**config.mk**
```make
export PLATFORM = sky130hd
export DESIGN_NAME = rom_loader_top
export DESIGN_NICKNAME = d
export VERILOG_FILES = /design/src/hw/loader_pkg.sv /design/src/hw/ines_loader.sv /design/src/hw/write_slot_sync.sv /design/src/hw/load_control.sv /design/src/hw/rom_loader_top.sv
export SDC_FILE = /design/constraint.sdc
export NUM_CORES = 1
export LEC_CHECK = 0
export BUFFER_PORTS_ARGS = -buffer_cell sky130_fd_sc_hd__buf_2
export CAP_MARGIN = 10
export CORE_MARGIN = 4
export CORE_UTILIZATION = 35
export DETAILED_ROUTE_END_ITERATION = 10
export GPL_TIMING_DRIVEN = 0
export PLACE_DENSITY = 0.48
export SYNTH_ARGS = -nofsm -noshare
export SYNTH_HDL_FRONTEND = slang
export SYNTH_SLANG_ARGS = --single-unit
```
**constraint.sdc**
```tcl
create_clock -name clk -period 2.45 [get_ports clk]
set_input_delay 0.1225 -clock clk [delete_from_list [all_inputs] [get_ports clk]]
set_output_delay 0.1225 -clock clk [all_outputs]
set_load 0.02 [all_outputs]
```
**src/hw/loader_pkg.sv**
```systemverilog
// Shared iNES constants, mapper-flag bit positions and loader phase type
// Imported by the loader RTL and the testbench
package loader_pkg;

  // iNES header layout
  localparam int INES_HDR_LEN = 16;                // Header bytes before PRG data
  localparam logic [7:0] INES_MAGIC0 = 8'h4E;      // 'N'
  localparam logic [7:0] INES_MAGIC1 = 8'h45;      // 'E'
  localparam logic [7:0] INES_MAGIC2 = 8'h53;      // 'S'
  localparam logic [7:0] INES_MAGIC3 = 8'h1A;      // EOF marker

  // Page sizes as shift amounts
  localparam int PRG_PAGE_SHIFT = 14;              // 16 KiB PRG pages
  localparam int CHR_PAGE_SHIFT = 13;              // 8 KiB CHR pages

  // Mapper flags word handed to the console
  localparam int FLAGS_WIDTH = 32;
  localparam int FLAG_MAPPER_LO = 0;               // 8-bit mapper number
  localparam int FLAG_PRG_SIZE = 8;                // 3-bit size code
  localparam int FLAG_CHR_SIZE = 11;               // 3-bit size code
  localparam int FLAG_MIRROR = 14;
  localparam int FLAG_CHR_RAM = 15;                // No CHR ROM in image
  localparam int FLAG_FOUR_SCREEN = 16;
  // Bits above FLAG_FOUR_SCREEN stay zero

  // Loader phase
  typedef enum logic [2:0] {
    HEADER   = 3'd0,   // Collecting header bytes
    PRG      = 3'd1,   // Program ROM bytes
    CHR      = 3'd2,   // Character ROM bytes
    FINISHED = 3'd3,   // All data written
    FAILED   = 3'd4    // Bad signature or trainer present
  } loader_state_t;

endpackage

```
**src/hw/ines_loader.sv**
```systemverilog
// iNES header parser and write address sequencer
// Turns the download byte stream into PRG/CHR memory writes plus mapper flags
`timescale 1ns/1ns

module ines_loader
  import loader_pkg::*;
#(
  parameter int ADDR_WIDTH = 22
) (
  input  logic                   clk,
  input  logic                   reset,
  input  logic [7:0]             byte_data,
  input  logic                   byte_strobe,
  input  logic                   invert_mirroring,
  output logic [ADDR_WIDTH-1:0]  wr_addr,
  output logic [7:0]             wr_data,
  output logic                   wr_strobe,
  output logic [FLAGS_WIDTH-1:0] flags,
  output logic                   done,
  output logic                   error
);

  // Byte counter wide enough for 255 PRG pages
  localparam int CNT_W = 8 + PRG_PAGE_SHIFT;
  localparam int HDR_W = $clog2(INES_HDR_LEN);
  localparam logic [ADDR_WIDTH-1:0] CHR_BASE = {1'b1, {(ADDR_WIDTH-1){1'b0}}};  // Top addr bit

  loader_state_t         state;
  logic [HDR_W-1:0]      hdr_idx;
  logic [7:0]            ines [INES_HDR_LEN];   // Raw header bytes
  logic [CNT_W-1:0]      bytes_left;
  logic [ADDR_WIDTH-1:0] addr;

  logic [7:0] prg_pages;
  logic [7:0] chr_pages;
  logic       sig_ok;
  logic       is_nes20;
  logic       upper_nonzero;
  logic       is_dirty;
  logic [7:0] mapper;

  // Ceil-log2 of page count, saturating at 7
  function automatic logic [2:0] size_code(input logic [7:0] pages);
    logic [2:0] code;
    int i;
    code = 3'd0;
    for (i = 0; i < 7; i++) begin
      if (pages > (8'd1 << i))
        code = 3'(i + 1);
    end
    return code;
  endfunction

  assign prg_pages = ines[4];
  assign chr_pages = ines[5];   // Zero means CHR RAM
  assign sig_ok = (ines[0] == INES_MAGIC0) && (ines[1] == INES_MAGIC1) &&
                  (ines[2] == INES_MAGIC2) && (ines[3] == INES_MAGIC3);
  assign is_nes20 = (ines[7][3:2] == 2'b10);

  // Old dumps often carry junk in bytes 8-15
  always_comb begin
    upper_nonzero = 1'b0;
    for (int i = 8; i < INES_HDR_LEN; i++) begin
      upper_nonzero = upper_nonzero | (ines[i] != 8'd0);
    end
  end

  assign is_dirty = !is_nes20 && upper_nonzero;
  assign mapper = {is_dirty ? 4'h0 : ines[7][7:4], ines[6][7:4]};  // Drop hi nibble if dirty

  always_comb begin
    flags = '0;
    flags[FLAG_MAPPER_LO +: 8] = mapper;
    flags[FLAG_PRG_SIZE +: 3] = size_code(prg_pages);
    flags[FLAG_CHR_SIZE +: 3] = size_code(chr_pages);
    flags[FLAG_MIRROR] = ines[6][0] ^ invert_mirroring;
    flags[FLAG_CHR_RAM] = (chr_pages == 8'd0);
    flags[FLAG_FOUR_SCREEN] = ines[6][3];
  end

  // Write goes out in the strobe cycle itself
  assign wr_strobe = byte_strobe && (bytes_left != '0) && (state == PRG || state == CHR);
  assign wr_addr = addr;
  assign wr_data = byte_data;

  // Header store, no reset needed
  always_ff @(posedge clk) begin
    if (state == HEADER && byte_strobe)
      ines[hdr_idx] <= byte_data;
  end

  always_ff @(posedge clk) begin
    if (reset) begin
      state <= HEADER;
      hdr_idx <= '0;
      bytes_left <= '0;
      addr <= '0;        // PRG starts at zero
      done <= 1'b0;
      error <= 1'b0;
    end else begin
      case (state)
        HEADER: begin
          if (byte_strobe) begin
            hdr_idx <= hdr_idx + 1'b1;
            if (hdr_idx == HDR_W'(INES_HDR_LEN - 1)) begin
              bytes_left <= CNT_W'({prg_pages, {PRG_PAGE_SHIFT{1'b0}}});
              // Trainers are not supported
              state <= (sig_ok && !ines[6][2]) ? PRG : FAILED;
            end
          end
        end
        PRG, CHR: begin
          if (bytes_left != '0) begin
            if (byte_strobe) begin
              bytes_left <= bytes_left - 1'b1;
              addr <= addr + 1'b1;
            end
          end else if (state == PRG) begin
            state <= CHR;   // Idle cycle between phases
            addr <= CHR_BASE;
            bytes_left <= CNT_W'({chr_pages, {CHR_PAGE_SHIFT{1'b0}}});
          end else begin
            state <= FINISHED;
            done <= 1'b1;
          end
        end
        FINISHED: ;   // Late strobes ignored
        FAILED: begin
          done <= 1'b1;
          error <= 1'b1;
        end
        default: state <= FAILED;
      endcase
    end
  end

endmodule

```
**src/hw/write_slot_sync.sv**
```systemverilog
// Moves each loader write onto the console memory-slot cycle
// Holds one pending write until the slot counter reaches CE_DIV-1
`timescale 1ns/1ns

module write_slot_sync #(
  parameter int ADDR_WIDTH = 22,
  parameter int CE_DIV = 4
) (
  input  logic                  clk,
  input  logic                  reset,
  input  logic [ADDR_WIDTH-1:0] wr_addr,
  input  logic [7:0]            wr_data,
  input  logic                  wr_strobe,
  output logic [ADDR_WIDTH-1:0] mem_addr,
  output logic [7:0]            mem_data,
  output logic                  mem_write
);

  localparam int SLOT_W = (CE_DIV > 1) ? $clog2(CE_DIV) : 1;

  logic [SLOT_W-1:0] slot;
  logic              slot_last;
  logic              pending;

  assign slot_last = (slot == SLOT_W'(CE_DIV - 1));

  // Free-running slot counter
  always_ff @(posedge clk) begin
    if (reset)
      slot <= '0;
    else if (slot_last)
      slot <= '0;
    else
      slot <= slot + 1'b1;
  end

  always_ff @(posedge clk) begin
    if (reset)
      pending <= 1'b0;
    else if (wr_strobe)
      pending <= 1'b1;   // New write wins over issue in same cycle
    else if (slot_last)
      pending <= 1'b0;
  end

  // Write payload, no reset
  always_ff @(posedge clk) begin
    if (wr_strobe) begin
      mem_addr <= wr_addr;
      mem_data <= wr_data;
    end
  end

  assign mem_write = pending && slot_last;   // One cycle per write

endmodule

```
**src/hw/load_control.sv**
```systemverilog
// Download reset hold, loader reset, load status latching and status LED
// Sits between the host download signal and the console reset
`timescale 1ns/1ns

module load_control
  import loader_pkg::*;
#(
  parameter int RESET_HOLD = 255,
  parameter int BLINK_BITS = 24
) (
  input  logic                   clk,
  input  logic                   reset,
  input  logic                   downloading,
  input  logic                   done,
  input  logic                   error,
  input  logic [FLAGS_WIDTH-1:0] flags,
  output logic                   loader_reset,
  output logic [FLAGS_WIDTH-1:0] mapper_flags,
  output logic                   loaded,
  output logic                   failed,
  output logic                   system_reset,
  output logic                   led
);

  localparam int HOLD_W = $clog2(RESET_HOLD + 1);

  logic [HOLD_W-1:0]     hold_cnt;
  logic                  init_wait;   // Before first download
  logic                  dl_q;
  logic                  dl_rise;
  logic [BLINK_BITS-1:0] blink;

  assign dl_rise = downloading && !dl_q;

  // Hold counter reloads during download, drains after
  always_ff @(posedge clk) begin
    if (reset)
      hold_cnt <= '0;
    else if (downloading)
      hold_cnt <= HOLD_W'(RESET_HOLD);
    else if (hold_cnt != '0)
      hold_cnt <= hold_cnt - 1'b1;
  end

  always_ff @(posedge clk) begin
    if (reset) begin
      init_wait <= 1'b1;
      dl_q <= 1'b0;
      loaded <= 1'b0;
      failed <= 1'b0;
      blink <= '0;
    end else begin
      dl_q <= downloading;
      blink <= blink + 1'b1;
      if (downloading)
        init_wait <= 1'b0;
      if (dl_rise) begin
        loaded <= 1'b0;   // Fresh download
        failed <= 1'b0;
      end else if (done) begin
        loaded <= !error;
        failed <= error;
      end
    end
  end

  // Flags word follows the status bits
  always_ff @(posedge clk) begin
    if (dl_rise)
      mapper_flags <= '0;
    else if (done)
      mapper_flags <= flags;
  end

  assign loader_reset = (hold_cnt == '0) && !downloading;   // Idle between downloads
  assign system_reset = init_wait || downloading || (hold_cnt != '0) || failed;

  // Off while loading, blink on failure, steady when good
  assign led = downloading ? 1'b0 : (failed ? blink[BLINK_BITS-1] : 1'b1);

endmodule

```
**src/hw/rom_loader_top.sv**
```systemverilog
// Cartridge image download path: iNES parser, slot-aligned write port, load control
// Parameters set here flow down to the three blocks
`timescale 1ns/1ns

module rom_loader_top
  import loader_pkg::*;
#(
  parameter int ADDR_WIDTH = 22,
  parameter int CE_DIV = 4,
  parameter int RESET_HOLD = 255,
  parameter int BLINK_BITS = 24
) (
  input  logic                   clk,
  input  logic                   reset,
  input  logic [7:0]             byte_data,
  input  logic                   byte_strobe,
  input  logic                   downloading,
  input  logic                   invert_mirroring,
  output logic [ADDR_WIDTH-1:0]  mem_addr,
  output logic [7:0]             mem_data,
  output logic                   mem_write,
  output logic [FLAGS_WIDTH-1:0] mapper_flags,
  output logic                   loaded,
  output logic                   failed,
  output logic                   system_reset,
  output logic                   led
);

  logic [ADDR_WIDTH-1:0]  wr_addr;
  logic [7:0]             wr_data;
  logic                   wr_strobe;
  logic [FLAGS_WIDTH-1:0] flags;
  logic                   done;
  logic                   error;
  logic                   loader_reset;
  logic                   loader_rst;

  assign loader_rst = reset || loader_reset;   // Parser restarts between downloads

  ines_loader #(
    .ADDR_WIDTH(ADDR_WIDTH)
  ) ines_loader_i (
    .clk              (clk),
    .reset            (loader_rst),
    .byte_data        (byte_data),
    .byte_strobe      (byte_strobe),
    .invert_mirroring (invert_mirroring),
    .wr_addr          (wr_addr),
    .wr_data          (wr_data),
    .wr_strobe        (wr_strobe),
    .flags            (flags),
    .done             (done),
    .error            (error)
  );

  write_slot_sync #(
    .ADDR_WIDTH(ADDR_WIDTH),
    .CE_DIV    (CE_DIV)
  ) write_slot_sync_i (
    .clk       (clk),
    .reset     (reset),
    .wr_addr   (wr_addr),
    .wr_data   (wr_data),
    .wr_strobe (wr_strobe),
    .mem_addr  (mem_addr),
    .mem_data  (mem_data),
    .mem_write (mem_write)
  );

  load_control #(
    .RESET_HOLD(RESET_HOLD),
    .BLINK_BITS(BLINK_BITS)
  ) load_control_i (
    .clk          (clk),
    .reset        (reset),
    .downloading  (downloading),
    .done         (done),
    .error        (error),
    .flags        (flags),
    .loader_reset (loader_reset),
    .mapper_flags (mapper_flags),
    .loaded       (loaded),
    .failed       (failed),
    .system_reset (system_reset),
    .led          (led)
  );

endmodule

```
; Word-level counts from Yosys, hierarchy flattened
; Memories as Yosys holds them, arrays and structs flattened.
; Index checks and enable logic that the tools add are counted.
; W data, S select, Z words.
[totals]
reg_bits = 139
mem_bits_rw = 128
output_inout_bits = 67
elab_cells = 154
memories = 1
[memory_table]
columns = name, depth, width, read_ports, rd_ports_with_merged_regs, write_ports, line_no
row1 = ines_loader_i.ines, 16, 8, 16, 0, 1, ines_loader.sv:30  ; logic [7:0] ines [INES_HDR_LEN];
[classes]
add_sub_neg = 6
order_cmp = 14
n_eq_ne = 18
mux = 41
n_bitwise = 9
reduce_logical = 48
[ops]
columns = cell, count
row1 = $mux W22, 8
row2 = $reduce_bool A8 Y1, 9
row3 = $pmux W22 S2, 1
row4 = $mux W3, 12
row5 = $add A24 B1 Y24 const B, 1
row6 = $eq A8 B7 Y1 const B, 3
row7 = $add A22 B1 Y22 const B, 1
row8 = $reduce_bool A22 Y1, 1
row9 = $sub A22 B1 Y22 const B, 1
row10 = $gt A8 B1 Y1 const B, 2
row11 = $gt A8 B2 Y1 const B, 2
row12 = $gt A8 B3 Y1 const B, 2
row13 = $gt A8 B4 Y1 const B, 2
row14 = $gt A8 B5 Y1 const B, 2
row15 = $gt A8 B6 Y1 const B, 2
row16 = $gt A8 B7 Y1 const B, 2
row17 = $logic_not A8 Y1, 2
row18 = $mux W8, 2
row19 = $logic_and A1 B1 Y1, 11
row20 = $mux W1, 11
row21 = $ne A2 B2 Y1 const B, 5
row22 = $reduce_bool A2 Y1, 5
row23 = $pmux W3 S3, 1
row24 = $eq A8 B5 Y1 const B, 1
row25 = 24 further kinds, 47

; Longest topological paths before layout
; An unclocked memory read counts as a cell.
[logic_depth]
depth_word = 11
ltp_mapped = 10
mapped_depth_nobuf = 9

; Cells and area by module
; A second synthesis with hierarchy kept.
[hier_totals]
cells_unflattened = 953
area_unflattened_um2 = 11337.1
[by_module_without_submodules]
columns = module, n_inst, cells_each, area_each_um2, seq_area_each_um2
row1 = ines_loader, 1, 626, 7627.3, 4814.6
row2 = load_control, 1, 286, 2691.3, 1361.3
row3 = write_slot_sync, 1, 40, 1012.2, 960.9
row4 = rom_loader_top, 1, 1, 6.3, 0.0

; Worst setup path after synthesis
; No wires, ideal clock.
[synth_timing]
path_type = reg2reg
from = reg ines_loader_i.bytes_left[2]
to = reg ines_loader_i.addr[2] (netlist: ines_loader_i.wr_addr[2])
setup_ns = 0.065
arrival_time_ns = 2.176
slack_ns = 0.208
stages_incl_launch_ff = 9
path_buffers = 1
synth_period_minus_slack_ns = 2.242
path_cell_list = dfxtp_1 > or3_4 > or3_1 > buf_2 > o21ai_2 > inv_2 > nand2_1 > mux2_1 > nor2_1
[synth_between]
elab_chain_cells = 3
[synth_lines]
columns = item, line_no
row1 = from (decl), ines_loader.sv:31  ; logic [CNT_W-1:0] bytes_left;
row2 = from (signal assigned), ines_loader.sv:106  ; bytes_left <= CNT_W'({prg_pages, {PRG_PAGE_SHIFT{1'b0}}});
row3 = from (signal assigned), ines_loader.sv:115  ; bytes_left <= bytes_left - 1'b1;
row4 = from (signal assigned), ines_loader.sv:121  ; bytes_left <= CNT_W'({chr_pages, {CHR_PAGE_SHIFT{1'b0}}});
row5 = $reduce_bool A22 Y1 (*), ines_loader.sv:113  ; if (bytes_left != '0) begin
row6 = $ne A2 B2 Y1 (no source line) / $reduce_bool A2 Y1 (equally long branches), -
row7 = $reduce_and A3 Y1 (no source line), -
row8 = to (signal assigned), ines_loader.sv:116  ; addr <= addr + 1'b1;
row9 = to (decl), ines_loader.sv:32  ; logic [ADDR_WIDTH-1:0] addr;
; Mark *: on every way between the ends. The rest lies on a longest branch, timed or not.
; A chain may end at the register's enable or synchronous reset.

; Worst setup path in the final report
[layout_timing]
from = reg load_control_i.hold_cnt[0]
to = out system_reset
[layout_between]
elab_chain_cells = 3
[layout_lines]
columns = item, line_no
row1 = from (decl), load_control.sv:27  ; logic [HOLD_W-1:0] hold_cnt;
row2 = from (signal assigned), load_control.sv:40  ; hold_cnt <= HOLD_W'(RESET_HOLD);
row3 = from (signal assigned), load_control.sv:42  ; hold_cnt <= hold_cnt - 1'b1;
row4 = $reduce_bool A8 Y1, load_control.sv:76  ; assign system_reset = init_wait || downloading || (hold_cnt != '0) || failed;
row5 = $logic_or A1 B1 Y1 (2 in series), load_control.sv:76
row6 = to (decl), rom_loader_top.sv:25  ; output logic system_reset,
; Every way passes these cells.

==> results.toml <==
[finish]
nets = 1043
drive_gt1_frac = 0.189
postLayoutCellArea_um2 = 12700
seq_area_um2 = 6840
num_antenna_cells = 0
multi_input_area_um2 = 3530
area_growth_pct = 20.7
stdcell_count = 1434
fillCellCount = 2822

[clock_tree]
tritoncts = "done"
cts_buffers = 30
clk-insertion-delay-late_ns = 0.56
cts_max_level = 1
cts.sinks = 264
cts_max_path_buffers = 3
cts.clk_slew.worst_paths_ns = 0.06
cts_root_buf = "clkbuf_16"

[pwr]
pwr-share-seq = 0.496
power_mw = 9.63
power.density_nw_per_um2 = 756
p_int_mw = 7.60
p_sw_mw = 2.02
peakVddDrop_uv = 559
p_sw_frac = 0.210
clockPowerShare = 0.475
p_leak_nw = 4.45
share_comb_of_total_power = 0.029

[floorplanning]
start_util = 0.355
fp.dieH_um = 182
die-width_um = 182
core_area_um2 = 29700
rows = 63
top_level_ports = 80
dieArea_um2 = 33000

[yosys]
synth.top_cell.area_share = 0.441
syn_area_per_cell_um2 = 11.8
synth_top_cells_by_area = "edfxtp_1 44%, dfxtp_1 21%, nor2_1 3.7%, xnor2_1 2.8%, a21oi_1 2.5%"
yosysTopAreaCell = "edfxtp_1"
ys_async_sr_fraction = 0
yosys.cell_types.count = 63
synth_area_um2 = 10500
syn_inst = 892
ys_seq_area_frac = 0.648
synthFlopType = "edfxtp_1"
yosys_warnings = 0
synth-edff-count = 155
synth-seq-cells = 264

[status]
violations = "setup timing"
status = "finished with violations"

[detailed_routing]
drc = 0
routed_wl_mm = 23.8
wl_per_cell_um = 16.6
vias = 7019
postRouteAntennaNets = 0
drt_iter0_drc = 287
drtPass1Iterations = 5
vias_per_cell = 4.89

[setup_path]
required_ns = 2.33
path_max_fanout = 3
reg2reg_slack_ns = 0.11
crit_arrival_ns = 2.34
critPathCaptureType = "output pin"
critical_path_class = "reg -> out"
start_kind = "flip-flop"

[placement]
port_buffers = 64
place_area_um2 = 11400
post-place-cells = 1361
place_congestion = 0.811
dpl.hpwl_mm = 15.4
place_ws_ns = -0.411

[sta]
max_freq_mhz = 406
fin_skew_ns = 0.0200
rsz0062_at_grt = "true"
hold_viol_final = 0
tightest_slew_ns = 0.909
finalCriticalPeriod_ns = 2.46
slew_viol_final = 0
fin_ws_ns = -0.0121
slew_headroom = 0.388
setup_viol = 1
period_share = 1.00
tns_ns = -0.0121

[min_path]
hold_class = "in -> reg"

[grt]
grt_remaining_overflow = 0
grt.total_usage = 0.140
grt_pass1_wl_mm = 37.5
grt_max_degree = 39
antenna_found_initial = 0
grt_pass1_vias = 6698

[flow_run]
max_cap_violations = 0
per-layer routing:
layer	GRT usage	share of wire	up-vias
met1	0.197	0.48	3344
met5	0	0	-
li1	-	-	3504
met3	0.0238	0.039	40
met4	0.0324	0.022	0
met2	0.228	0.46	131
registers in the layout, summed over array words and instances, names as in the netlist, 8 cells and up:
register                     cells
load_control_i.hold_cnt          8
write_slot_sync_i.mem_data       8
load_control_i.mapper_flags     17
ines_loader_i.bytes_left        22
ines_loader_i.ines             125
load_control_i.blink            24
ines_loader_i.wr_addr           22
write_slot_sync_i.mem_addr      22
final timing paths:
path / startpoint / to / cells past startpoint
max: load_control_i.hold_cnt[0] / system_reset / 6
min: byte_data[5] / write_slot_sync_i.mem_data[5] / 1
min reg2reg: write_slot_sync_i.slot[0] / write_slot_sync_i.slot[0] / 1
max reg2reg: ines_loader_i.bytes_left[2] / ines_loader_i.wr_addr[2] / 8
cell families after synthesis:
family	Yosys count	synth area share
XOR/XNOR	50	0.0415
other	1	0.000356
multiplexers	10	0.00961
AND/OR/NAND/NOR	347	0.170
flip-flops	264	0.648
buffers and inverters	69	0.0318
adder cells (fa/ha/maj)	10	0.0119
AO/OA/AOI/OAI	141	0.0861
layout by cell type (no fill, tap or decap), types with 7 or more instances in the layout:
master and n:
a211oi_1 17, a21oi_1 51, and2_1 9, and3_1 7, buf_2 68, buf_4 28
clkbuf_1 14, clkbuf_16 30, conb_1 15, dfxtp_1 107, edfxtp_1 155, ha_1 9
inv_1 21, mux2i_1 9, nand2_1 44, nand2b_1 9, nand3_1 26, nand3b_1 9
nand4_1 21, nor2_1 104, nor2b_1 9, nor3_1 29, nor4_1 24, o21ai_0 34
or3_1 15, xnor2_1 34, xor2_1 16
cell type report:
cell class / instances / share of cell area
Buffer: 44 / 0.0212
Multi-Input combinational cell: 573 / 0.277
Sequential cell: 264 / 0.537
Clock inverter: 20 / 0.0182
Clock buffer: 36 / 0.0631
Inverter: 25 / 0.00796
Timing Repair Buffer: 82 / 0.0370
Tap cell: 390 / 0.0383
worst max-delay path, stage by stage, from the launching register on:
cell and delay (ns):
dfxtp_2 0.32, inv_2 0.07, ha_4 0.13, or3b_4 0.37
or3_4 0.34, or4_4 0.42, buf_6 0.15
Yosys cell counts (14+ instances only):
cell type  instances
nand4_1           21
clkbuf_1          16
or3_1             16
dfxtp_1          109
nand2_1           45
and2_1            14
nand3_1           26
inv_1             24
nor4_1            27
a211oi_1          17
nor2_1           105
o21ai_0           34
edfxtp_1         155
xor2_1            16
buf_4             16
xnor2_1           34
nor3_1            32
a21oi_1           52
power groups by stage:
stage	Combinational [mW]	Sequential (mW)	Clock [mW]
2_1_floorplan	0.155	4.86	0
3_3_place_gp	0.260	4.87	0
3_5_place_dp	0.262	4.87	0
4_1_cts	0.282	4.77	4.71
5_1_grt	0.311	4.78	4.92
6_report	0.278	4.77	4.58
timing repair:
item,4_1_cts,5_1_grt
buffers inserted,6,5
cloned,0,1
gates resized for setup,15,36
hold buffers,5,0
hold endpoints to repair,23,0
endpoints found under the setup margin,72,87
pin swaps,3,4
per-stage QoR:
| stage | hold slack, ns | utilization |
|---|---|---|
| final | 0.0153 | 0.428 |
| after global routing | 0.0148 | 0.428 |
| after CTS | 0.00675 | 0.424 |
| after floorplan | 0.221 | - |
| after global placement | 0.417 | 0.384 |
| after detailed placement | 0.425 | 0.384 |
Note: power is estimated with default switching activity, not from simulation.
